**config.mk**
```make
export PLATFORM = sky130hd
export DESIGN_NAME = mouse_axis_emu
export DESIGN_NICKNAME = d
export VERILOG_FILES = /design/src/axis_pkg.sv /design/src/mouse_axis_emu.sv
export VERILOG_INCLUDE_DIRS = /design/src /design/src/src
export SDC_FILE = /design/constraint.sdc
export NUM_CORES = 1
export LEC_CHECK = 0
export BUFFER_PORTS_ARGS = -buffer_cell sky130_fd_sc_hd__buf_2
export CAP_MARGIN = 20
export CELL_PAD_IN_SITES_DETAIL_PLACEMENT = 0
export CELL_PAD_IN_SITES_GLOBAL_PLACEMENT = 2
export CORE_MARGIN = 5
export CORE_UTILIZATION = 29
export CTS_BUF_LIST = sky130_fd_sc_hd__clkbuf_16
export DETAILED_ROUTE_END_ITERATION = 8
export GPL_TIMING_DRIVEN = 1
export PLACE_DENSITY = 0.81
export SLEW_MARGIN = 5
export SYNTH_ARGS = -nofsm -noshare
export SYNTH_HDL_FRONTEND = slang
export SYNTH_SLANG_ARGS = --single-unit
```
**constraint.sdc**
```tcl
create_clock -name clk_sys -period 5.05 [get_ports clk_sys]
set_input_delay 1.01 -clock clk_sys [delete_from_list [all_inputs] [get_ports clk_sys]]
set_output_delay 1.01 -clock clk_sys [all_outputs]
set_load 0.05 [all_outputs]
```
**src/sio_bridge_cfg.svh**
```systemverilog
/*
 * Build-time sizes for the disk bridge and the mouse paddle emulation
 */

`ifndef SIO_BRIDGE_CFG_SVH
`define SIO_BRIDGE_CFG_SVH

// ======================================================================
// Disk bridge
// ======================================================================

// Byte index inside one 512-byte sector
`define SECTOR_ADDR_W 9

// Host storage slots, one request bit each
`define NUM_DRIVES 4

// ======================================================================
// Mouse to paddle
// ======================================================================

// Largest movement taken from a single packet
`define MOUSE_STEP_MAX 10

// Paddle position range
`define AXIS_MAX 127
`define AXIS_MIN (-128)

`endif

```
**src/axis_pkg.sv**
```systemverilog
/*
 * Types for PS/2 mouse packets, joystick words and paddle positions
 */

package axis_pkg;

	typedef logic signed [7:0] axis_t;
	typedef logic signed [8:0] axis_acc_t;
	typedef logic [13:0]       joy_digital_t;

	// Flags hold Y sign in bit 5, X sign in bit 4, buttons in bits 1:0
	typedef struct packed {
		logic       stb;
		logic [7:0] y_move;
		logic [7:0] x_move;
		logic [7:0] flags;
	} ps2_mouse_t;

	// X in the low byte
	typedef struct packed {
		axis_t y;
		axis_t x;
	} joy_analog_t;

endpackage

```
**src/mouse_axis_emu.sv**
```systemverilog
/*
 * PS/2 mouse to paddle position emulation with joystick fallback
 */

`timescale 1ns/1ps

`include "sio_bridge_cfg.svh"

module mouse_axis_emu (
	input  logic                   clk_sys,
	input  logic                   areset,
	input  axis_pkg::ps2_mouse_t   mouse_i,
	input  logic                   invert_y_i,
	input  axis_pkg::joy_analog_t  joy_analog_i,
	input  axis_pkg::joy_digital_t joy_digital_i,
	input  logic                   cpu_halt_i,
	output axis_pkg::axis_t        axis_x_o,
	output axis_pkg::axis_t        axis_y_o,
	output axis_pkg::joy_digital_t joy_digital_o
);

	import axis_pkg::*;

	localparam axis_acc_t STEP_MAX = axis_acc_t'(`MOUSE_STEP_MAX);
	localparam axis_acc_t POS_MAX  = axis_acc_t'(`AXIS_MAX);
	localparam axis_acc_t POS_MIN  = axis_acc_t'(`AXIS_MIN);

	function automatic axis_acc_t clamp(axis_acc_t v, axis_acc_t lo, axis_acc_t hi);
		if (v > hi) begin
			return hi;
		end
		if (v < lo) begin
			return lo;
		end
		return v;
	endfunction

	ps2_mouse_t mouse_q;
	logic       stb_q1;
	logic       stb_q2;
	logic       emu_on;
	axis_acc_t  pos_x;
	axis_acc_t  pos_y;
	axis_acc_t  step_x;
	axis_acc_t  step_y;
	axis_acc_t  next_x;
	axis_acc_t  next_y;
	logic       emu_off;

	// 9-bit movement, sign from the flag byte
	assign step_x = clamp(axis_acc_t'({mouse_q.flags[4], mouse_q.x_move}), -STEP_MAX, STEP_MAX);
	assign step_y = clamp(axis_acc_t'({mouse_q.flags[5], mouse_q.y_move}), -STEP_MAX, STEP_MAX);
	assign next_x = clamp(pos_x + step_x, POS_MIN, POS_MAX);
	assign next_y = clamp(invert_y_i ? pos_y - step_y : pos_y + step_y, POS_MIN, POS_MAX);

	// Real analog stick or halted CPU hands control back
	assign emu_off = (joy_analog_i != '0) || cpu_halt_i;

	always_ff @(posedge clk_sys) begin
		mouse_q <= mouse_i;
	end

	always_ff @(posedge clk_sys) begin
		if (areset) begin
			stb_q1 <= 1'b0;
			stb_q2 <= 1'b0;
			emu_on <= 1'b0;
			pos_x  <= '0;
			pos_y  <= '0;
		end else begin
			stb_q1 <= mouse_i.stb;
			stb_q2 <= stb_q1;
			if (emu_off) begin
				emu_on <= 1'b0;
				pos_x  <= '0;
				pos_y  <= '0;
			end else if (stb_q1 != stb_q2) begin
				emu_on <= 1'b1;
				pos_x  <= next_x;
				pos_y  <= next_y;
			end
		end
	end

	assign axis_x_o = emu_on ? axis_t'(pos_x[7:0]) : joy_analog_i.x;
	assign axis_y_o = emu_on ? axis_t'(pos_y[7:0]) : joy_analog_i.y;

	// Mouse buttons stand in for the fire bits
	assign joy_digital_o = emu_on ?
		{joy_digital_i[13:9], mouse_i.flags[1:0], joy_digital_i[6:0]} : joy_digital_i;

	assert property (@(posedge clk_sys) disable iff (areset)
		(pos_x >= POS_MIN) && (pos_x <= POS_MAX) && (pos_y >= POS_MIN) && (pos_y <= POS_MAX));

endmodule

```
==> results.yml, run 1 <==
outcome:
  run_status: "finished clean"
power_and_ir_drop:
  power_density_nw_per_um2: 245.2
  ir_drop_mv: 0.09863
  p_seq_share_pct: 41.9
  clkPwrFrac_pct: 37.4
  swShare_pct: 28.33
  pwr-share-comb_pct: 20.7
  leakage_nw: 1.338
  p_switching_w: 0.0002199
  p_int_w: 0.0005563
clock_tree:
  clockBufferDepth: 2
  clkSinkCount: 39
  cts_hold_buf: 0
  cts_resized: 0
  cts_setup_buffers: 0
  cts_tree: "built"
  cts.htree.levels: 2
  root_buffer: "clkbuf_16"
  path_clk_slew_ns: 0.05
  clkLatencyLatePin_ns: 0.27
  cts_buffers: 5
timing:
  setup_ws_ns: 0.4094
  period_share_pct: 91.89
  fin_setup_tns_ns: 0
  skew_ns: 0.004449
  hold_viol: 0
  setup_violations: 0
  relSlewSlack_pct: 45.94
  slew_violations: 0
  fin_crit_ns: 4.641
  max_freq_mhz: 215.5
  fin_hold_ws_ns: 0.4614
  rsz0062_at_grt: "no"
  tightest_slew_ns: 0.8099
worst_setup_path:
  cp_data_required_time_ns: 5.18
  worstPathBufferInverterCount: 1
  cpMaxStageDelayCell: "or4_2"
  crit_path_end_kind: "flop"
  path_delay_family: "simple AND/OR/NAND/NOR gates"
  cp.depth: 18
  cpPeakStageDelay_ns: 0.56
  critPathArrivalTime_ns: 4.77
  rr_worst_depth: 18
  crit_path_max_fanout: 12
  crit_chain: "nand4_1 -> nor2_1 -> nand2_1 -> ha_2 -> inv_1 -> nand3_1 -> ha_1 -> nand2_1 -> or4_2 -> o21ai_0 -> a21oi_1 -> ha_1 -> o21ai_0 -> or2b_1 -> a31oi_1 -> xnor3_2 -> o41ai_4 -> a31oi_1"
  critPathKind: "reg2reg"
  startpoint_type: "flop"
logic_synthesis:
  synthMuxAreaShare_pct: 7.479
  synth_nets: 391
  ys_ff_latch: 39
  synth_warnings: 0
  async_reset_ff_share_pct: 0
  ys_types: 55
  synth-simple-area-share_pct: 16.39
  synthFlopType: "dfxtp_1"
  synthAdderAreaFrac_pct: 10.25
  synth-xor-area-share_pct: 6.279
  synth_top_family_by_area: "compound AO/OA/AOI/OAI gates"
  postSynthCellCount: 311
  ys_seq_area_share_pct: 28.81
  syn_area_per_cell_sq_um: 8.714
  netlist_area_sq_um: 2710
  synth-compound-area-share_pct: 24.28
  synth_edf_count: 0
drt:
  wirelength_um: 6464
  drtPass1Iterations: 4
  drt.antenna.violating_nets: 0
  drc: 0
  vias_per_cell: 5.051
  vias: 2379
  drtIter0Drc: 46
  avgRoutedWirePerCell_um: 13.72
hold_path:
  holdPathStages: 2
  min_path_type: "reg2reg"
layout:
  diodes: 0
  stdcell_count: 471
  area_growth_pct: 16.81
  n_fill_cell: 977
  fin_nets: 439
  drive_above_1_share_pct: 27.50
  final_util_pct: 34.42
floorplanning:
  row_count: 35
  floorplan.initialDensity_pct: 29.47
  die_y_um: 106.7
  die_w_um: 106.7
  die_area_sq_um: 11380
  num_io_pins: 89
  core_sq_um: 9196
global_routing:
  grt_antenna_before_repair: 0
  first_global_vias: 2240
  grtUsageTotal_pct: 11.42
  grt_max_degree: 22
  grt-ovfl-total: 0
  grt_first_pass_wirelength_um: 10580
placement:
  hpwl_um: 5283
  place_ws_ns: 0.3068
  place.port_buffers: 60
  place.gp.congestion: 0.8187
  dp_cells: 463
run:
  maxCapViolations: 0
-- cells by family (layout without fill, tap and decap cells) --
| group | after synthesis | count (layout) |
|---|---|---|
| adders and majority gates | 21 | 21 |
| AOI/OAI and AO/OA | 98 | 98 |
| muxes | 18 | 18 |
| xor gates and xnor gates | 16 | 16 |
| buffers and inverters | 32 | 81 |
| and+or+nand+nor | 87 | 87 |
| DFF | 39 | 39 |
-- metal layers --
layer  vias up  track usage [%]  routed length [um]
li1       1230                -                   -
met1      1105            13.55                2799
met2        35            20.64                3399
met3         9            2.408                 205
met4         0            3.288                  61
met5         -                0                   0
-- worst reg2reg max path, delay by kind of cell (launching register included) --
kind / cells / cell delay, ns
AND/OR/NAND/NOR: 7 / 1.31
XOR/XNOR: 1 / 0.50
adder cells (fa/ha/maj): 3 / 0.96
AO/OA/AOI/OAI: 6 / 1.12
flip-flops: 1 / 0.45
buffers and inverters: 1 / 0.14
-- final timing paths --
kind / end / startpoint / slack (ns)
setup / recovery: pos_y[6]$_SDFFE_PP0P_ / mouse_q[20]$_DFF_P_ / 0.41
hold / removal: pos_x[8]$_SDFFE_PP0P_ / pos_x[8]$_SDFFE_PP0P_ / 0.46
setup reg to reg: pos_y[6]$_SDFFE_PP0P_ / mouse_q[20]$_DFF_P_ / 0.41
hold reg to reg: pos_x[8]$_SDFFE_PP0P_ / pos_x[8]$_SDFFE_PP0P_ / 0.46
-- cells in the mapped netlist, types with 2 or more instances --
cell / n / area share (%)
a211oi_1: 2 / 0.55
a211oi_2: 2 / 0.92
a21o_1: 5 / 1.4
a21oi_1: 22 / 4.1
a221o_1: 2 / 0.74
a311oi_1: 2 / 0.65
a31oi_1: 9 / 2.1
buf_1: 2 / 0.28
buf_4: 12 / 3.3
clkbuf_1: 4 / 0.55
dfxtp_1: 39 / 29
fa_1: 2 / 1.5
ha_1: 19 / 8.8
inv_1: 12 / 1.7
mux2_2: 18 / 7.5
nand2_1: 18 / 2.5
nand2b_1: 3 / 0.69
nand3_1: 2 / 0.37
nand4_1: 2 / 0.46
nor2_1: 30 / 4.2
nor2b_1: 6 / 1.4
nor3_1: 6 / 1.1
nor4_1: 4 / 0.92
o211ai_1: 4 / 1.1
o21a_1: 5 / 1.4
o21ai_0: 27 / 5.0
o21ai_1: 2 / 0.37
o21bai_1: 3 / 0.83
o2bb2ai_1: 2 / 0.65
o31ai_1: 3 / 0.83
or3_1: 4 / 0.92
or4_1: 2 / 0.55
xnor2_1: 8 / 2.6
xnor3_2: 2 / 1.8
xor2_1: 6 / 1.9
-- power by group through the flow --
| stage | sequential, W | clock, W | combinational, W |
|---|---|---|---|
| finish | 0.000325 | 0.000290 | 0.000161 |
| global placement | 0.000332 | 0 | 0.000162 |
| global route | 0.000326 | 0.000314 | 0.000179 |
| CTS | 0.000325 | 0.000301 | 0.000163 |
| floorplan | 0.000330 | 0 | 0.000145 |
| detailed placement | 0.000332 | 0 | 0.000162 |
-- sequential cells by signal, summed over array words and instances, names as in the netlist --
name	flops
pos_x	9
stb_q1	1
mouse_q	18
stb_q2	1
emu_on	1
pos_y	9
-- metrics by stage --
stage | area [sq um] | total power (W)
2_1_floorplan | 2710 | 0.0004749
3_3_place_gp | 3025 | 0.0004940
3_5_place_dp | 3025 | 0.0004941
4_1_cts | 3163 | 0.0007896
5_1_grt | 3166 | 0.0008191
6_report | 3166 | 0.0007762
-- placed cells by master (no fill, tap or decap), types with 3 or more instances in the layout --
cell       synthesis  layout
xor2_1             6       6
mux2_2            18      18
dfxtp_1           39      39
a31oi_1            9       9
o21ai_0           27      27
clkbuf_16          0       5
a21oi_1           22      22
o31ai_1            3       3
nor2_1            30      30
buf_2              1      60
a21o_1             5       5
or3_1              4       4
nor4_1             4       4
nor2b_1            6       6
nand2b_1           3       3
o21bai_1           3       3
inv_1             12      14
nor3_1             6       6
o21a_1             5       5
o211ai_1           4       4
nand2_1           18      18
ha_1              19      18
xnor2_1            8       8
-- cell type report --
type,count,area (sq um),area share (%)
sequential,39,780.7,24.66
multi-input combinational,240,1755,55.45
timing repair buffer,61,307.8,9.723
tap,111,138.9,4.387
inverter,12,45.04,1.423
clock buffer,5,125.1,3.953
clock inverter,3,12.51,0.3953
(Power assumes the default switching activity.)
==> run 2, diff against run 1 <==
==> constraint.sdc (replaced) <==
create_clock -name clk_sys -period 5.05 [get_ports clk_sys]
set_input_delay 0 -clock clk_sys [delete_from_list [all_inputs] [get_ports clk_sys]]
set_output_delay 0 -clock clk_sys [all_outputs]
set_load 0.05 [all_outputs]
==> run 2 against run 1 <==
  * Design area grew 7.9%
  * Largest cell class unchanged
  * Combinational power grew 7%
  * First-iteration DRC count grew 20%
  * Die area is the same
==> results.yml, run 2 (synthesized netlist as in run 1, its figures left out) <==
timing:
  hold_viol: 0
  setup_ws_ns: 0.4113
  tightest_slew_ns: 0.7998
  skew_ns: 0.005342
  fin_setup_tns_ns: 0
  period_share_pct: 91.86
  fin_crit_ns: 4.639
  max_freq_mhz: 215.6
  relSlewSlack_pct: 46.61
  slew_violations: 0
  setup_violations: 0
  rsz0062_at_grt: "no"
worst_setup_path:
  crit_path_max_fanout: 12
  critPathKind: "reg2reg"
  critPathArrivalTime_ns: 4.78
  crit_chain: "nand4_1 -> nor2_1 -> nand2_1 -> ha_2 -> inv_1 -> nand3_1 -> ha_1 -> nand2_1 -> or4_2 -> nand2b_1 -> a21oi_1 -> a21oi_1 -> ha_1 -> o21ai_0 -> or2b_1 -> a31oi_1 -> xnor3_2 -> o41ai_4 -> a21oi_1"
  path_common_cell: "a21oi_1"
  cpPeakStageDelay_ns: 0.56
  cpMaxStageDelayCell: "or4_2"
  path_delay_family: "simple AND/OR/NAND/NOR gates"
  cp_data_required_time_ns: 5.19
  startpoint_type: "flop"
  worstPathBufferInverterCount: 1
  crit_path_end_kind: "flop"
power_and_ir_drop:
  pwr-share-comb_pct: 19.2
  p_seq_share_pct: 36.2
  clkPwrFrac_pct: 44.6
  power_density_nw_per_um2: 263.2
  p_switching_w: 0.0002299
  ir_drop_mv: 0.1567
  swShare_pct: 25.57
  finalPower_w: 0.0008992
  leakage_nw: 1.442
  p_int_w: 0.0006693
clock_tree:
  cts_setup_buffers: 0
  root_buffer: "clkbuf_16"
  cts_tree: "built"
  clkSinkCount: 39
  clockBufferDepth: 2
  path_clk_slew_ns: 0.06
  clkLatencyLatePin_ns: 0.28
  cts.htree.levels: 2
  cts_buffers: 5
global_routing:
  grt_first_pass_wirelength_um: 10730
  grt_antenna_before_repair: 0
  grt-ovfl-total: 0
  first_global_vias: 2322
  grtUsageTotal_pct: 11.59
  grt_max_degree: 20
drt:
  vias: 2424
  vias_per_cell: 4.937
  drtIter0Drc: 55
  wl_met1_um: 2881
  wirelength_um: 6604
  drc: 0
  met3_length_um: 175
  drt.antenna.violating_nets: 0
  routed-wl-met2_um: 3477
  top_layer: "met4"
  avgRoutedWirePerCell_um: 13.45
  drtPass1Iterations: 4
layout:
  final_area_sq_um: 3417
  largestRegisters: "mouse_q x18, pos_x x9, pos_y x9"
  diodes: 0
  area_growth_pct: 26.09
  drive_above_1_share_pct: 26.32
  final_cell_mix: "buf_2, dfxtp_1, nor2_1"
  max_flop_register: "mouse_q"
  largest_reg_flops: 18
  fin_nets: 459
  final_common_cell: "buf_2"
hold_path:
  min_path_type: "in2out"
floorplanning:
  die_w_um: 106.7
  num_io_pins: 89
  core_sq_um: 9196
  row_count: 35
  floorplan.initialDensity_pct: 29.47
  die_y_um: 106.7
  die_area_sq_um: 11380
outcome:
  run_status: "finished clean"
placement:
  place.gp.congestion: 0.8113
  place_ws_ns: 0.3474
  place.port_buffers: 60
  hpwl_um: 5303
  post_dp_cell_area_sq_um: 3025
run:
  maxCapViolations: 0
-- run 2: changes by cell type in the layout (fill, tap and decap cells not counted) --
cell	before	now
clkinv_2	1	0
bufinv_16	0	2
dlygate4sd3_1	0	20
inv_1	14	13
-- run 2: power groups by stage --
stage,registers (W),logic (W),clock network (W)
after floorplan,0.000330,0.000145,0
after global placement,0.000332,0.000162,0
after detailed placement,0.000332,0.000162,0
after CTS,0.000325,0.000175,0.000411
after global routing,0.000326,0.000192,0.000425
final,0.000325,0.000173,0.000401
-- run 2: final timing paths --
check | start | endpoint | slack, ns | cells past startpoint
hold reg to reg | pos_x[8]$_SDFFE_PP0P_ | pos_x[8]$_SDFFE_PP0P_ | 0.46 | 2
hold / removal | joy_digital_i[2] | joy_digital_o[2] | 0.00002 | 0
setup reg to reg | mouse_q[20]$_DFF_P_ | pos_y[2]$_SDFFE_PP0P_ | 0.41 | 19
setup / recovery | mouse_q[20]$_DFF_P_ | pos_y[2]$_SDFFE_PP0P_ | 0.41 | 19
-- run 2: metrics by stage --
stage	cells	hold WS, ns	utilization [%]
global route	491	0.0001086	37.16
global placement	463	0.0003409	32.90
detailed placement	463	0.0003409	32.90
finish	491	0.00002195	37.16
CTS	491	0.0003409	37.13
floorplan	311	0.02772	-
-- run 2: final cells by class --
cell class	instances	area (sq um)
clock buffers	5	125.1
repair buffers	81	508.0
clock inverters	3	63.81
well taps	111	138.9
fillers	970	5779
inverters	12	45.04
flip-flops and latches	39	780.7
multi-input cells	240	1755
-- run 2: metal layers --
layer  up-vias  global-route usage [%]
met3         8                   2.107
li1       1271                       -
met1      1108                   13.74
met4         0                   3.196
met5         -                       0
met2        37                   21.27
-- run 2: what timing repair did --
action / in CTS / in global routing
endpoints found under the hold margin: 20 / 0
setup endpoints to repair: 0 / 6
resized for setup: 0 / 1
hold buffers: 20 / 0
