## src/sio_bridge_cfg.svh

```systemverilog
/*
 * Build-time sizes for the disk bridge and the mouse paddle emulation
 */

`ifndef SIO_BRIDGE_CFG_SVH
`define SIO_BRIDGE_CFG_SVH

// ======================================================================
// Disk bridge
// ======================================================================

// Byte index inside one 512-byte sector
`define SECTOR_ADDR_W 9

// Host storage slots, one request bit each
`define NUM_DRIVES 4

// ======================================================================
// Mouse to paddle
// ======================================================================

// Largest movement taken from a single packet
`define MOUSE_STEP_MAX 10

// Paddle position range
`define AXIS_MAX 127
`define AXIS_MIN (-128)

`endif

```

## src/disk_pkg.sv

```systemverilog
/*
 * Types shared by the disk request controller, the sector buffer and the top
 */

`include "sio_bridge_cfg.svh"

package disk_pkg;

	typedef logic [`SECTOR_ADDR_W-1:0] sector_addr_t;
	typedef logic [7:0]                sector_byte_t;
	typedef logic [31:0]               lba_t;
	typedef logic [31:0]               file_size_t;
	typedef logic [`NUM_DRIVES-1:0]    drive_mask_t;
	typedef logic [2:0]                drive_num_t;

	// Levels from the I/O processor, bit 0 is lba_sel
	typedef struct packed {
		drive_num_t drv_num;
		logic       block_wr;
		logic       block_rd;
		logic       lba_sel;
	} zpu_ctrl_t;

	typedef struct packed {
		logic io_wr;
		logic data_wr;
		logic data_rd;
	} zpu_strobe_t;

	// Status byte as the I/O processor reads it, io_done in bit 0
	typedef struct packed {
		logic       readonly;
		logic [1:0] filetype;
		logic [2:0] fileno;
		logic       mounted;
		logic       io_done;
	} disk_status_t;

	typedef struct packed {
		drive_mask_t mounted;
		logic        readonly;
		logic [1:0]  filetype;
		file_size_t  size;
	} mount_info_t;

endpackage

```

## src/disk_request_ctrl.sv

```systemverilog
/*
 * I/O processor register side of the disk bridge: buffer pointer,
 * LBA latch, block requests, completion flag and mount reporting
 */

`timescale 1ns/1ps

module disk_request_ctrl (
	input  logic                   clk_sys,
	input  logic                   areset,

	// I/O processor
	input  disk_pkg::zpu_ctrl_t    zpu_ctrl_i,
	input  disk_pkg::zpu_strobe_t  zpu_strobe_i,
	input  logic [31:0]            zpu_wdata_i,
	output disk_pkg::disk_status_t zpu_status_o,
	output logic [31:0]            zpu_rdata_o,

	// Host storage channel
	output disk_pkg::lba_t         sd_lba_o,
	output disk_pkg::drive_mask_t  sd_rd_o,
	output disk_pkg::drive_mask_t  sd_wr_o,
	input  disk_pkg::drive_mask_t  sd_ack_i,
	input  disk_pkg::mount_info_t  mount_i,

	// Sector buffer port
	output disk_pkg::sector_addr_t buf_addr_o,
	output disk_pkg::sector_byte_t buf_wdata_o,
	output logic                   buf_we_o,
	input  disk_pkg::sector_byte_t buf_rdata_i
);

	import disk_pkg::*;

	zpu_strobe_t stb_q1;
	zpu_strobe_t stb_q2;
	logic        blk_rd_q1;
	logic        blk_rd_q2;
	logic        blk_wr_q1;
	logic        blk_wr_q2;
	logic        ack_q1;
	logic        ack_q2;
	logic        mnt_q1;
	logic        mnt_q2;
	mount_info_t mount_q;

	sector_addr_t ptr;
	logic         io_done;
	logic         mounted;
	logic [2:0]   fileno;
	logic [1:0]   filetype;
	logic         readonly;
	file_size_t   file_size;

	logic       wr_rise;
	logic       rd_fall;
	logic       blk_rd_rise;
	logic       blk_wr_rise;
	logic       ack_fall;
	logic       mnt_rise;
	logic [1:0] slot;

	// ==================================================================
	// Edge detection, every input level goes through two stages
	// ==================================================================
	always_ff @(posedge clk_sys) begin
		if (areset) begin
			stb_q1    <= '0;
			stb_q2    <= '0;
			blk_rd_q1 <= 1'b0;
			blk_rd_q2 <= 1'b0;
			blk_wr_q1 <= 1'b0;
			blk_wr_q2 <= 1'b0;
			ack_q1    <= 1'b0;
			ack_q2    <= 1'b0;
			mnt_q1    <= 1'b0;
			mnt_q2    <= 1'b0;
		end else begin
			stb_q1    <= zpu_strobe_i;
			stb_q2    <= stb_q1;
			blk_rd_q1 <= zpu_ctrl_i.block_rd;
			blk_rd_q2 <= blk_rd_q1;
			blk_wr_q1 <= zpu_ctrl_i.block_wr;
			blk_wr_q2 <= blk_wr_q1;
			ack_q1    <= |sd_ack_i;
			ack_q2    <= ack_q1;
			mnt_q1    <= |mount_i.mounted;
			mnt_q2    <= mnt_q1;
		end
	end

	assign wr_rise     = stb_q1.data_wr & ~stb_q2.data_wr;
	assign rd_fall     = ~stb_q1.data_rd & stb_q2.data_rd;
	assign blk_rd_rise = blk_rd_q1 & ~blk_rd_q2;
	assign blk_wr_rise = blk_wr_q1 & ~blk_wr_q2;
	assign ack_fall    = ~ack_q1 & ack_q2;
	assign mnt_rise    = mnt_q1 & ~mnt_q2;

	// Drive numbers 0,1,4,5 map onto slots 0..3
	assign slot = {zpu_ctrl_i.drv_num[2], zpu_ctrl_i.drv_num[0]};

	// ==================================================================
	// Buffer pointer and byte writes
	// ==================================================================
	always_ff @(posedge clk_sys) begin
		if (areset) begin
			ptr      <= '0;
			buf_we_o <= 1'b0;
		end else begin
			buf_we_o <= wr_rise & ~zpu_ctrl_i.lba_sel;
			// Step past the byte just written or just read
			if (buf_we_o || rd_fall) begin
				ptr <= ptr + 1'b1;
			end
			if (zpu_strobe_i.io_wr) begin
				ptr <= '0;
			end
		end
	end

	always_ff @(posedge clk_sys) begin
		if (wr_rise) begin
			if (zpu_ctrl_i.lba_sel) begin
				sd_lba_o <= zpu_wdata_i;
			end else begin
				buf_wdata_o <= zpu_wdata_i[7:0];
			end
		end
		mount_q <= mount_i;
		if (mnt_rise) begin
			file_size <= mount_q.size;
		end
	end

	// ==================================================================
	// Block requests and completion
	// ==================================================================
	always_ff @(posedge clk_sys) begin
		if (areset) begin
			sd_rd_o <= '0;
			sd_wr_o <= '0;
			io_done <= 1'b0;
		end else begin
			if (blk_rd_rise) begin
				io_done       <= 1'b0;
				sd_rd_o[slot] <= 1'b1;
			end
			if (blk_wr_rise) begin
				io_done       <= 1'b0;
				sd_wr_o[slot] <= 1'b1;
			end
			// Host has taken the request
			if (|sd_ack_i) begin
				sd_rd_o <= '0;
				sd_wr_o <= '0;
			end
			if (ack_fall) begin
				io_done <= 1'b1;
			end
		end
	end

	// Mount events, higher slots win if several arrive together
	always_ff @(posedge clk_sys) begin
		if (areset) begin
			mounted  <= 1'b0;
			fileno   <= '0;
			filetype <= '0;
			readonly <= 1'b0;
		end else if (mnt_rise) begin
			if (mount_q.mounted[3]) begin
				fileno <= 3'd5;
			end else if (mount_q.mounted[2]) begin
				fileno <= 3'd4;
			end else if (mount_q.mounted[1]) begin
				fileno <= 3'd1;
			end else begin
				fileno <= 3'd0;
			end
			filetype <= mount_q.filetype;
			readonly <= mount_q.readonly | mount_q.mounted[2] | mount_q.mounted[3];
			mounted  <= ~mounted;
		end
	end

	always_comb begin
		zpu_status_o.readonly = readonly;
		zpu_status_o.filetype = filetype;
		zpu_status_o.fileno   = fileno;
		zpu_status_o.mounted  = mounted;
		zpu_status_o.io_done  = io_done;
	end

	assign zpu_rdata_o = zpu_ctrl_i.lba_sel ? file_size : 32'(buf_rdata_i);
	assign buf_addr_o  = ptr;

	// Only one transfer direction may be pending toward the host
	assert property (@(posedge clk_sys) disable iff (areset)
		!((|sd_rd_o) && (|sd_wr_o)));

	// An acknowledge from the host retires every pending request
	assert property (@(posedge clk_sys) disable iff (areset)
		(|sd_ack_i) |=> (sd_rd_o == '0) && (sd_wr_o == '0));

endmodule

```

## config.mk

```make
export PLATFORM = sky130hd
export DESIGN_NAME = disk_request_ctrl
export DESIGN_NICKNAME = d
export VERILOG_FILES = /design/src/disk_pkg.sv /design/src/disk_request_ctrl.sv
export VERILOG_INCLUDE_DIRS = /design/src /design/src/src
export SDC_FILE = /design/constraint.sdc
export NUM_CORES = 1
export LEC_CHECK = 0
export ABC_AREA = 1
export BUFFER_PORTS_ARGS = -buffer_cell sky130_fd_sc_hd__clkbuf_2
export CAP_MARGIN = 20
export CELL_PAD_IN_SITES_DETAIL_PLACEMENT = 0
export CELL_PAD_IN_SITES_GLOBAL_PLACEMENT = 1
export CORE_ASPECT_RATIO = 0.5
export CORE_MARGIN = 2
export CORE_UTILIZATION = 41
export CTS_BUF_LIST = sky130_fd_sc_hd__clkbuf_4 sky130_fd_sc_hd__clkbuf_8
export DETAILED_ROUTE_END_ITERATION = 6
export PLACE_DENSITY_LB_ADDON = 0.3
export RECOVER_POWER = 100
export SKIP_CTS_REPAIR_TIMING = 1
export SLEW_MARGIN = 30
export SYNTH_ARGS = -nofsm -noshare
export SYNTH_HDL_FRONTEND = slang
export SYNTH_SLANG_ARGS = --single-unit
```

## constraint.sdc

```tcl
create_clock -name clk_sys -period 9.1 [get_ports clk_sys]
set_clock_uncertainty 0.05 [all_clocks]
set_input_delay 2.275 -clock clk_sys [delete_from_list [all_inputs] [get_ports clk_sys]]
set_output_delay 2.275 -clock clk_sys [all_outputs]
set_load 0.05 [all_outputs]
```

==> flow_metrics.py, run 1 <==
metrics = {
    "outcome": {
        "status": "finished, violations left",
        "violations": "capacitance limit, slew limit",
    },
    "floorplanning": {
        "fp.coreArea_sq_um": 11080,
        "top_level_ports": 192,
        "die_y_um": 79.64,
        "start_util_pct": 42.33,
        "rows": 27,
        "die_w_um": 155.3,
        "dieArea_sq_um": 12360,
    },
    "sta": {
        "finalSetupTns_ns": 0,
        "finalMaxSlewViolations": 33,
        "whs_ns": 0.3543,
        "final-setup-viol-count": 0,
        "setup_slack_ns": 2.495,
        "max_freq_mhz": 151.4,
        "min_period_ns": 6.605,
        "finalHoldViolCount": 0,
        "rsz0062_at_grt": "no",
        "worst_pin_slew_ns": 1.736,
        "max_slew_margin_pct": -15.70,
        "timing.final.crit_share_pct": 72.58,
    },
    "synthesis": {
        "synthTopCellsByCount": "dfxtp_1, edfxtp_1, nand2_1",
        "ys_top_cells_by_area": "edfxtp_1, dfxtp_1, nand2_1",
        "yosysWarningCount": 0,
        "syn_nets": 470,
        "yosys.area.top_type": "edfxtp_1",
        "yosys.area.top_type_share_pct": 46.09,
        "synthCells": 375,
        "async_flop_share_pct": 0,
        "ys_types": 26,
        "ys_seq_elements": 147,
        "synth_most_common_cell": "dfxtp_1",
        "netlist_area_sq_um": 4691,
        "ys_seq_area_share_pct": 78.10,
        "syn_area_per_cell_sq_um": 12.51,
        "synth_ff_type": "dfxtp_1",
        "synth-edff-count": 72,
    },
    "worst_setup_path": {
        "cp_slowest_cell": "clkbuf_1",
        "r2r_setup_slack_ns": 6.30,
        "worst_setup_path_end_kind": "output port",
        "crit_type": "in -> out",
        "critPathMaxStageDelay_ns": 1.02,
        "cp-start-kind": "input pin",
        "critPathArrivalTime_ns": 4.28,
        "crit_required_ns": 6.78,
        "worstPathCellList": "clkbuf_1 -> inv_1 -> nand2_1 -> nand2_1 -> clkbuf_1",
        "cp_max_fo": 35,
    },
    "placed_design": {
        "numPortBuffers": 189,
        "hpwl_um": 6479,
        "place.gp.congestion": 0.7280,
        "dp_slack_ns": 3.279,
    },
    "global_routing": {
        "first_global_vias": 3041,
        "overflow": 0,
        "grt_pass1_wl_um": 14290,
        "grt_usage_pct": 15.24,
        "grt_antenna_before_repair": 0,
        "grt_max_degree": 36,
    },
    "routing": {
        "wl_per_cell_um": 12.37,
        "drt_iter0_drc": 89,
        "via_per_inst": 4.280,
        "drc": 0,
        "antenna_left": 0,
        "routed_wl_um": 9054,
        "vias": 3133,
        "firstDrtPassIters": 4,
    },
    "cts": {
        "h-tree-depth": 4,
        "cts_tree": "done",
        "clkSinkCount": 147,
        "cts_made_buffers": 17,
        "clk-insertion-delay-late_ns": 0.41,
        "clk_pin_slew_ns": 0.08,
        "clock_path_buffers": 2,
        "root_buffer": "clkbuf_8",
    },
    "power": {
        "p_seq_share_pct": 52.0,
        "swShare_pct": 24.82,
        "p_switching_mw": 0.3494,
        "pwr-share-clk_pct": 39.3,
        "cell_internal_pwr_mw": 1.058,
        "total_power_mw": 1.408,
        "leakagePower_nw": 2.585,
        "power_density_nw_per_um2": 233.2,
        "ir_drop_v": 0.0001154,
        "combPwrFrac_pct": 8.7,
    },
    "final_layout": {
        "syn_to_final_growth_pct": 28.70,
        "regArea_sq_um": 3664,
        "drive_above_1_share_pct": 21.47,
        "layout.nets": 669,
        "multi_input_area_sq_um": 723.2,
        "fill_cells": 1046,
        "n_antenna_cell": 0,
    },
    "hold_path": {
        "hold_class": "reg -> reg",
    },
    "run": {
        "maxCapViolCount": 1,
    },
}
## per-layer routing
layer / share of wire (%) / track usage (%)
met1: 42 / 16.86
met2: 50 / 26.62
met3: 5.9 / 5.049
met4: 1.9 / 7.982
met5: 0 / 0
## layout make-up
| class | count | share of cell area, % |
|---|---|---|
| Clock buffer | 18 | 4.000 |
| Clock inverter | 14 | 3.316 |
| Inverter | 55 | 3.440 |
| Multi-Input combinational cell | 162 | 11.98 |
| Sequential cell | 147 | 60.68 |
| Tap cell | 145 | 3.005 |
| Timing Repair Buffer | 191 | 13.58 |
## cell families after synthesis
family | synth area share (%)
compound gates | 2.987
fa+ha+maj | 0.2667
buf+inv | 5.868
simple gates | 12.70
other cells | 0.07994
flops | 78.10
## power groups by stage
stage	clock network (mW)	registers, mW	logic (mW)
after floorplan	0	0.769	0.0657
after global placement	0	0.746	0.128
after detailed placement	0	0.747	0.132
after CTS	0.571	0.732	0.132
after global routing	0.599	0.735	0.132
final	0.554	0.732	0.122
## worst max-delay path: cells and delay by family
| kind | cells | cell delay [ns] |
|---|---|---|
| simple gates | 2 | 0.21 |
| buf+inv | 3 | 1.78 |
## per-stage QoR
stage,cell area (sq um),instances,util [%]
after CTS,6237,732,56.29
after global placement,5763,699,52.01
after floorplan,4691,375,-
after global routing,6037,732,54.48
after detailed placement,5796,700,52.30
final,6037,732,54.48
## flip-flops by register name (all words and copies together) (netlist names)
register,flops
mount_q,38
file_size,32
sd_lba_o,32
buf_addr_o,9
buf_wdata_o,8
sd_rd_o,4
sd_wr_o,4
fileno,2
filetype,2
stb_q1,2
stb_q2,2
ack_q1,1
ack_q2,1
blk_rd_q1,1
blk_rd_q2,1
blk_wr_q1,1
blk_wr_q2,1
buf_we_o,1
io_done,1
mnt_q1,1
mnt_q2,1
mounted,1
readonly,1
## worst paths after layout
path / depth (start not counted) / start / endpoint
worst max-delay path: 5 / zpu_ctrl_i[0] / zpu_rdata_o[6]
worst min-delay path: 0 / mount_q[26]$_DFF_P_ / file_size[26]$_DFFE_PP_
worst max register to register: 3 / mnt_q1$_SDFF_PP0_ / file_size[31]$_DFFE_PP_
worst min register to register: 0 / mount_q[26]$_DFF_P_ / file_size[26]$_DFFE_PP_
## layout by cell type, fill, tap and decap left out
cell and n:
a21oi_1 19, bufinv_16 4, clkbuf_1 109, clkbuf_2 82
clkbuf_4 1, clkbuf_8 17, clkinv_1 2, clkinv_2 2
clkinv_4 3, clkinvlp_4 1, conb_1 1, dfxtp_1 75
edfxtp_1 72, ha_1 1, inv_1 48, inv_2 4
inv_4 1, inv_6 4, nand2_1 66, nand2_2 1
nand2_4 2, nand3_1 7, nand3_2 1, nand4_1 3
nor2_1 44, nor2_4 2, nor3_1 2, nor3_2 1
nor4_1 2, o21ai_0 8, o21ai_1 1, or2_1 1
Power figures use the tool's default switching activity.
==> run 2, diff against run 1 <==
CORE_UTILIZATION = 38   (was 41)
clock period = 6.1 ns   (was 9.1 ns; I/O delays follow)
==> run 2 against run 1 <==
Against the previous run: the flow still finishes with violations (capacitance limit, slew limit); clock power rose by 76%; sequential share of layout area fell by 1.1 points; worst setup slack got worse by 1.4 ns; non-clock buffer count did not move; wire length fell by 0.41%; register-to-register slack got worse by 2.9 ns; total power rose by 60%; via count fell by 1.2%; die area rose by 7.6%; global-route usage fell by 1.1 points; core utilization fell by 2.9 points; critical path depth fell by 1; critical path type unchanged; largest cell class unchanged.
==> flow_metrics.py, run 2 (synthesis gave the netlist of run 1 again) <==
metrics = {
    "final_layout": {
        "largest_reg_flops": 38,
        "n_antenna_cell": 0,
        "syn_to_final_growth_pct": 31.08,
        "top_register": "mount_q",
        "layout.nets": 669,
        "top_regs": "mount_q x38, file_size x32, sd_lba_o x32",
        "final_cell_mix": "clkbuf_1, clkbuf_2, dfxtp_1, edfxtp_1, nand2_1",
        "layout_commonest_cell": "clkbuf_1",
        "drive_above_1_share_pct": 21.47,
        "fill_cells": 1157,
    },
    "sta": {
        "timing.final.crit_share_pct": 81.28,
        "rsz0062_at_grt": "no",
        "max_freq_mhz": 201.7,
        "final-setup-viol-count": 0,
        "setup_slack_ns": 1.142,
        "min_period_ns": 4.958,
        "finalHoldViolCount": 0,
        "finalSetupTns_ns": 0,
        "finalMaxSlewViolations": 33,
        "whs_ns": 0.3510,
        "worst_pin_slew_ns": 1.696,
        "max_slew_margin_pct": -13.05,
    },
    "routing": {
        "wl_per_cell_um": 11.99,
        "firstDrtPassIters": 4,
        "via_per_inst": 4.116,
        "vias": 3095,
        "antenna_left": 0,
        "drc": 0,
        "drt_iter0_drc": 117,
        "routed_wl_um": 9017,
    },
    "worst_setup_path": {
        "worst_setup_path_end_kind": "output port",
        "cp-start-kind": "input pin",
        "crit_start": "zpu_ctrl_i[0]",
        "cp_max_fo": 35,
        "crit-reg2reg-launch": "mnt_q1$_SDFF_PP0_",
        "critPathArrivalTime_ns": 3.38,
        "r2r_cells": 3,
        "crit_required_ns": 4.53,
        "crit_type": "in -> out",
    },
    "floorplanning": {
        "top_level_ports": 192,
        "fp.coreArea_sq_um": 11910,
        "start_util_pct": 39.38,
        "rows": 28,
        "die_y_um": 82.56,
        "die_w_um": 161.1,
        "dieArea_sq_um": 13300,
    },
    "cts": {
        "root_buffer": "clkbuf_8",
        "cts_made_buffers": 17,
        "h-tree-depth": 4,
        "clk-insertion-delay-late_ns": 0.42,
        "cts_tree": "done",
        "clock_path_buffers": 2,
        "clk_pin_slew_ns": 0.08,
        "clkSinkCount": 147,
    },
    "global_routing": {
        "first_global_vias": 2958,
        "grt_antenna_before_repair": 0,
        "grt_pass1_wl_um": 14150,
        "overflow": 0,
        "grt_max_degree": 36,
        "grt_usage_pct": 14.18,
    },
    "power": {
        "leakagePower_nw": 2.627,
        "ir_drop_v": 0.0001500,
        "power_density_nw_per_um2": 365.7,
        "total_power_mw": 2.249,
    },
    "placed_design": {
        "hpwl_um": 6439,
        "numPortBuffers": 189,
        "place.gp.congestion": 0.7424,
        "dp_slack_ns": 1.802,
    },
    "run": {
        "maxCapViolCount": 1,
    },
    "hold_path": {
        "hold_class": "reg -> reg",
        "min_from": "mount_q[10]$_DFF_P_",
        "hold-path-cell-count": 0,
    },
    "outcome": {
        "status": "finished, violations left",
        "violations": "capacitance limit, slew limit",
    },
}
==> run 2: cell count changes in the layout (fill, tap and decap cells not counted), sizes merged <==
cell	previous run	this run
clkinvlp	1	0
clkinv	7	6
clkbuf	209	210
bufinv	4	8
inv	57	54
==> run 2: per-layer routing <==
metal	GRT usage (%)	up-vias	part of all wire, %
li1	-	1595	-
met1	15.99	1398	43
met2	25.19	90	51
met3	4.446	12	4.9
met4	6.964	0	1.3
met5	0	-	0
==> run 2: worst paths after layout <==
| check | to | slack [ns] |
|---|---|---|
| hold / removal | file_size[10]$_DFFE_PP_ | 0.35 |
| setup / recovery | zpu_rdata_o[1] | 1.14 |
| hold reg to reg | file_size[10]$_DFFE_PP_ | 0.35 |
| setup reg to reg | file_size[20]$_DFFE_PP_ | 3.39 |
==> run 2: critical path, cell delays in order <==
cell	delay, ns
clkbuf_1	1.04
nand2_1	0.19
nand2_1	0.14
clkbuf_1	0.47
==> run 2: area by class of cell <==
class	instances	area (sq um)	share of cell area, %
Clock buffer	19	249.0	4.050
Timing Repair Buffer	191	818.3	13.31
Tap cell	165	206.4	3.358
Multi-Input combinational cell	162	723.2	11.76
Sequential cell	147	3664	59.58
Clock inverter	13	280.3	4.558
Inverter	55	207.7	3.378
==> run 2: power by group <==
group | internal (mW) | total (mW) | switching (mW)
sequential | 1.08 | 1.09 | 0.0114
combinational | 0.0410 | 0.181 | 0.140
clock | 0.623 | 0.975 | 0.353
total | 1.74 | 2.25 | 0.504
==> run 2: per-stage QoR <==
step	instances	utilization, %	area, sq um
floorplan	375	-	4691
global placement	719	48.59	5788
detailed placement	720	48.87	5821
CTS	752	53.31	6350
global route	752	51.62	6148
finish	752	51.62	6148
==> run 3, diff against run 2 <==
clock period = 5.2 ns   (was 6.1 ns; I/O delays follow)
==> run 3 against run 2 <==
Against the previous run: the run still ends with capacitance limit, slew limit left; wire length up 0.80%; critical path depth up 1; total power up 5.1%; design area down 2.3%; sequential share of layout area up 1.4 points; register-to-register slack worse by 1.4 ns; first-iteration DRC count up 40%; die area unchanged; global-route usage down 0.077 points; clock power down 11%; hold slack worse by 0.00064 ns; largest power group unchanged.
==> flow_metrics.py, run 3 (synthesis gave the netlist of run 1 again) <==
metrics = {
    "cts": {
        "clkSinkCount": 147,
        "cts_made_buffers": 17,
        "cts_tree": "done",
        "root_buffer": "clkbuf_8",
        "clock_path_buffers": 2,
        "h-tree-depth": 4,
        "clk_pin_slew_ns": 0.08,
        "clk-insertion-delay-late_ns": 0.42,
    },
    "placed_design": {
        "numPortBuffers": 189,
        "hpwl_um": 6578,
        "place.gp.congestion": 0.7280,
        "dp_slack_ns": 1.365,
    },
    "run": {
        "maxCapViolCount": 2,
    },
    "power": {
        "leakagePower_nw": 2.563,
        "swShare_pct": 27.33,
        "pwr-share-clk_pct": 36.8,
        "power_density_nw_per_um2": 393.4,
        "p_seq_share_pct": 54.2,
        "ir_drop_v": 0.0001929,
        "p_switching_mw": 0.6458,
        "cell_internal_pwr_mw": 1.718,
        "combPwrFrac_pct": 9.0,
    },
    "sta": {
        "timing.final.crit_share_pct": 78.21,
        "whs_ns": 0.3504,
        "finalMaxSlewViolations": 53,
        "rsz0062_at_grt": "no",
        "worst_pin_slew_ns": 1.727,
        "finalHoldViolCount": 0,
        "max_slew_margin_pct": -15.16,
        "min_period_ns": 4.067,
        "finalSetupTns_ns": 0,
        "setup_slack_ns": 1.133,
        "max_freq_mhz": 245.9,
        "final-setup-viol-count": 0,
    },
    "worst_setup_path": {
        "r2r_cells": 6,
        "reg2reg_to": "readonly$_SDFFE_PP0P_",
        "crit_required_ns": 3.85,
        "worst_setup_path_end_kind": "output port",
        "cp_max_fo": 35,
        "crit-reg2reg-launch": "mnt_q1$_SDFF_PP0_",
        "cp-start-kind": "input pin",
        "r2r_setup_slack_ns": 1.97,
        "crit_type": "in -> out",
        "critPathArrivalTime_ns": 2.72,
    },
    "global_routing": {
        "grt_max_degree": 36,
        "grt_pass1_wl_um": 14090,
        "first_global_vias": 2926,
        "grt_usage_pct": 14.10,
        "overflow": 0,
        "grt_antenna_before_repair": 0,
    },
    "floorplanning": {
        "die_y_um": 82.56,
        "die_w_um": 161.1,
        "dieArea_sq_um": 13300,
        "top_level_ports": 192,
        "fp.coreArea_sq_um": 11910,
        "start_util_pct": 39.38,
        "rows": 28,
    },
    "routing": {
        "routed_wl_um": 9089,
        "drc": 0,
        "drt_iter0_drc": 164,
        "firstDrtPassIters": 4,
        "vias": 3090,
        "dr_wl_met2_um": 4601,
        "top_layer": "met4",
        "via_per_inst": 4.109,
        "wl_per_cell_um": 12.09,
        "wirelength_met1_um": 3918,
        "antenna_left": 0,
        "wl_met3_um": 489,
    },
    "hold_path": {
        "worstHoldEndpoint": "file_size[11]$_DFFE_PP_",
        "min_from": "mount_q[11]$_DFF_P_",
        "hold_class": "reg -> reg",
        "hold-path-cell-count": 0,
    },
    "final_layout": {
        "largest_reg_flops": 38,
        "syn_to_final_growth_pct": 28.06,
        "top_regs": "mount_q x38, file_size x32, sd_lba_o x32",
        "top_register": "mount_q",
        "layout.nets": 669,
        "layout_commonest_cell": "clkbuf_1",
        "drive_above_1_share_pct": 20.78,
        "final_cell_mix": "clkbuf_1, clkbuf_2, dfxtp_1, edfxtp_1, nand2_1",
        "n_antenna_cell": 0,
    },
    "outcome": {
        "violations": "capacitance limit, slew limit",
        "status": "finished, violations left",
    },
}
==> run 3: cell count changes in the layout (fill, tap and decap cells not counted), sizes merged <==
| cell | before | now |
|---|---|---|
| bufinv | 8 | 1 |
| clkbuf | 210 | 208 |
| clkinv | 6 | 5 |
| inv | 54 | 64 |
==> run 3: through the flow <==
| step | utilization, % | area (sq um) | power, mW | cells |
|---|---|---|---|---|
| 3_5_place_dp | 48.87 | 5821 | 1.538 | 720 |
| 5_1_grt | 50.43 | 6007 | 2.473 | 752 |
| 6_report | 50.43 | 6007 | 2.363 | 752 |
| 4_1_cts | 52.17 | 6215 | 2.414 | 752 |
| 3_3_place_gp | 48.59 | 5788 | 1.530 | 719 |
| 2_1_floorplan | - | 4691 | 1.461 | 375 |
==> run 3: worst max path at each step <==
stage	from	to	slack [ns]	cells past startpoint
2_1_floorplan	zpu_ctrl_i[0]	sd_lba_o[0]$_DFFE_PP_	0.92	3
3_3_place_gp	zpu_ctrl_i[0]	zpu_rdata_o[5]	1.38	5
3_5_place_dp	zpu_ctrl_i[0]	zpu_rdata_o[0]	1.36	5
4_1_cts	zpu_ctrl_i[0]	zpu_rdata_o[0]	1.37	5
5_1_grt	zpu_ctrl_i[0]	zpu_rdata_o[5]	0.96	5
6_report	zpu_ctrl_i[0]	zpu_rdata_o[5]	1.13	5
==> run 3: critical path: stages <==
cell and delay [ns]:
clkbuf_2 0.40, inv_1 0.39, nand2_1 0.09, nand2_1 0.06
clkbuf_1 0.47
==> run 3: power by group through the flow <==
| stage | clock, mW | sequential, mW | combinational (mW) |
|---|---|---|---|
| floorplan | 0 | 1.35 | 0.115 |
| global placement | 0 | 1.31 | 0.224 |
| detailed placement | 0 | 1.31 | 0.230 |
| CTS | 0.902 | 1.28 | 0.231 |
| global route | 0.955 | 1.29 | 0.231 |
| finish | 0.870 | 1.28 | 0.213 |
==> run 3: layout make-up <==
cell class	count	area [sq um]
clock buffers	17	234.0
well taps	165	206.4
multi-input cells	162	718.2
flip-flops and latches	147	3664
clock inverters	15	160.2
inverters	55	207.7
repair buffers	191	817.0
fillers	1161	5904
==> run 3: per-layer routing <==
metal	up-vias	GRT usage, %
met3	6	5.245
met2	91	25.06
met4	0	4.554
li1	1599	-
met1	1394	16.21
met5	-	0
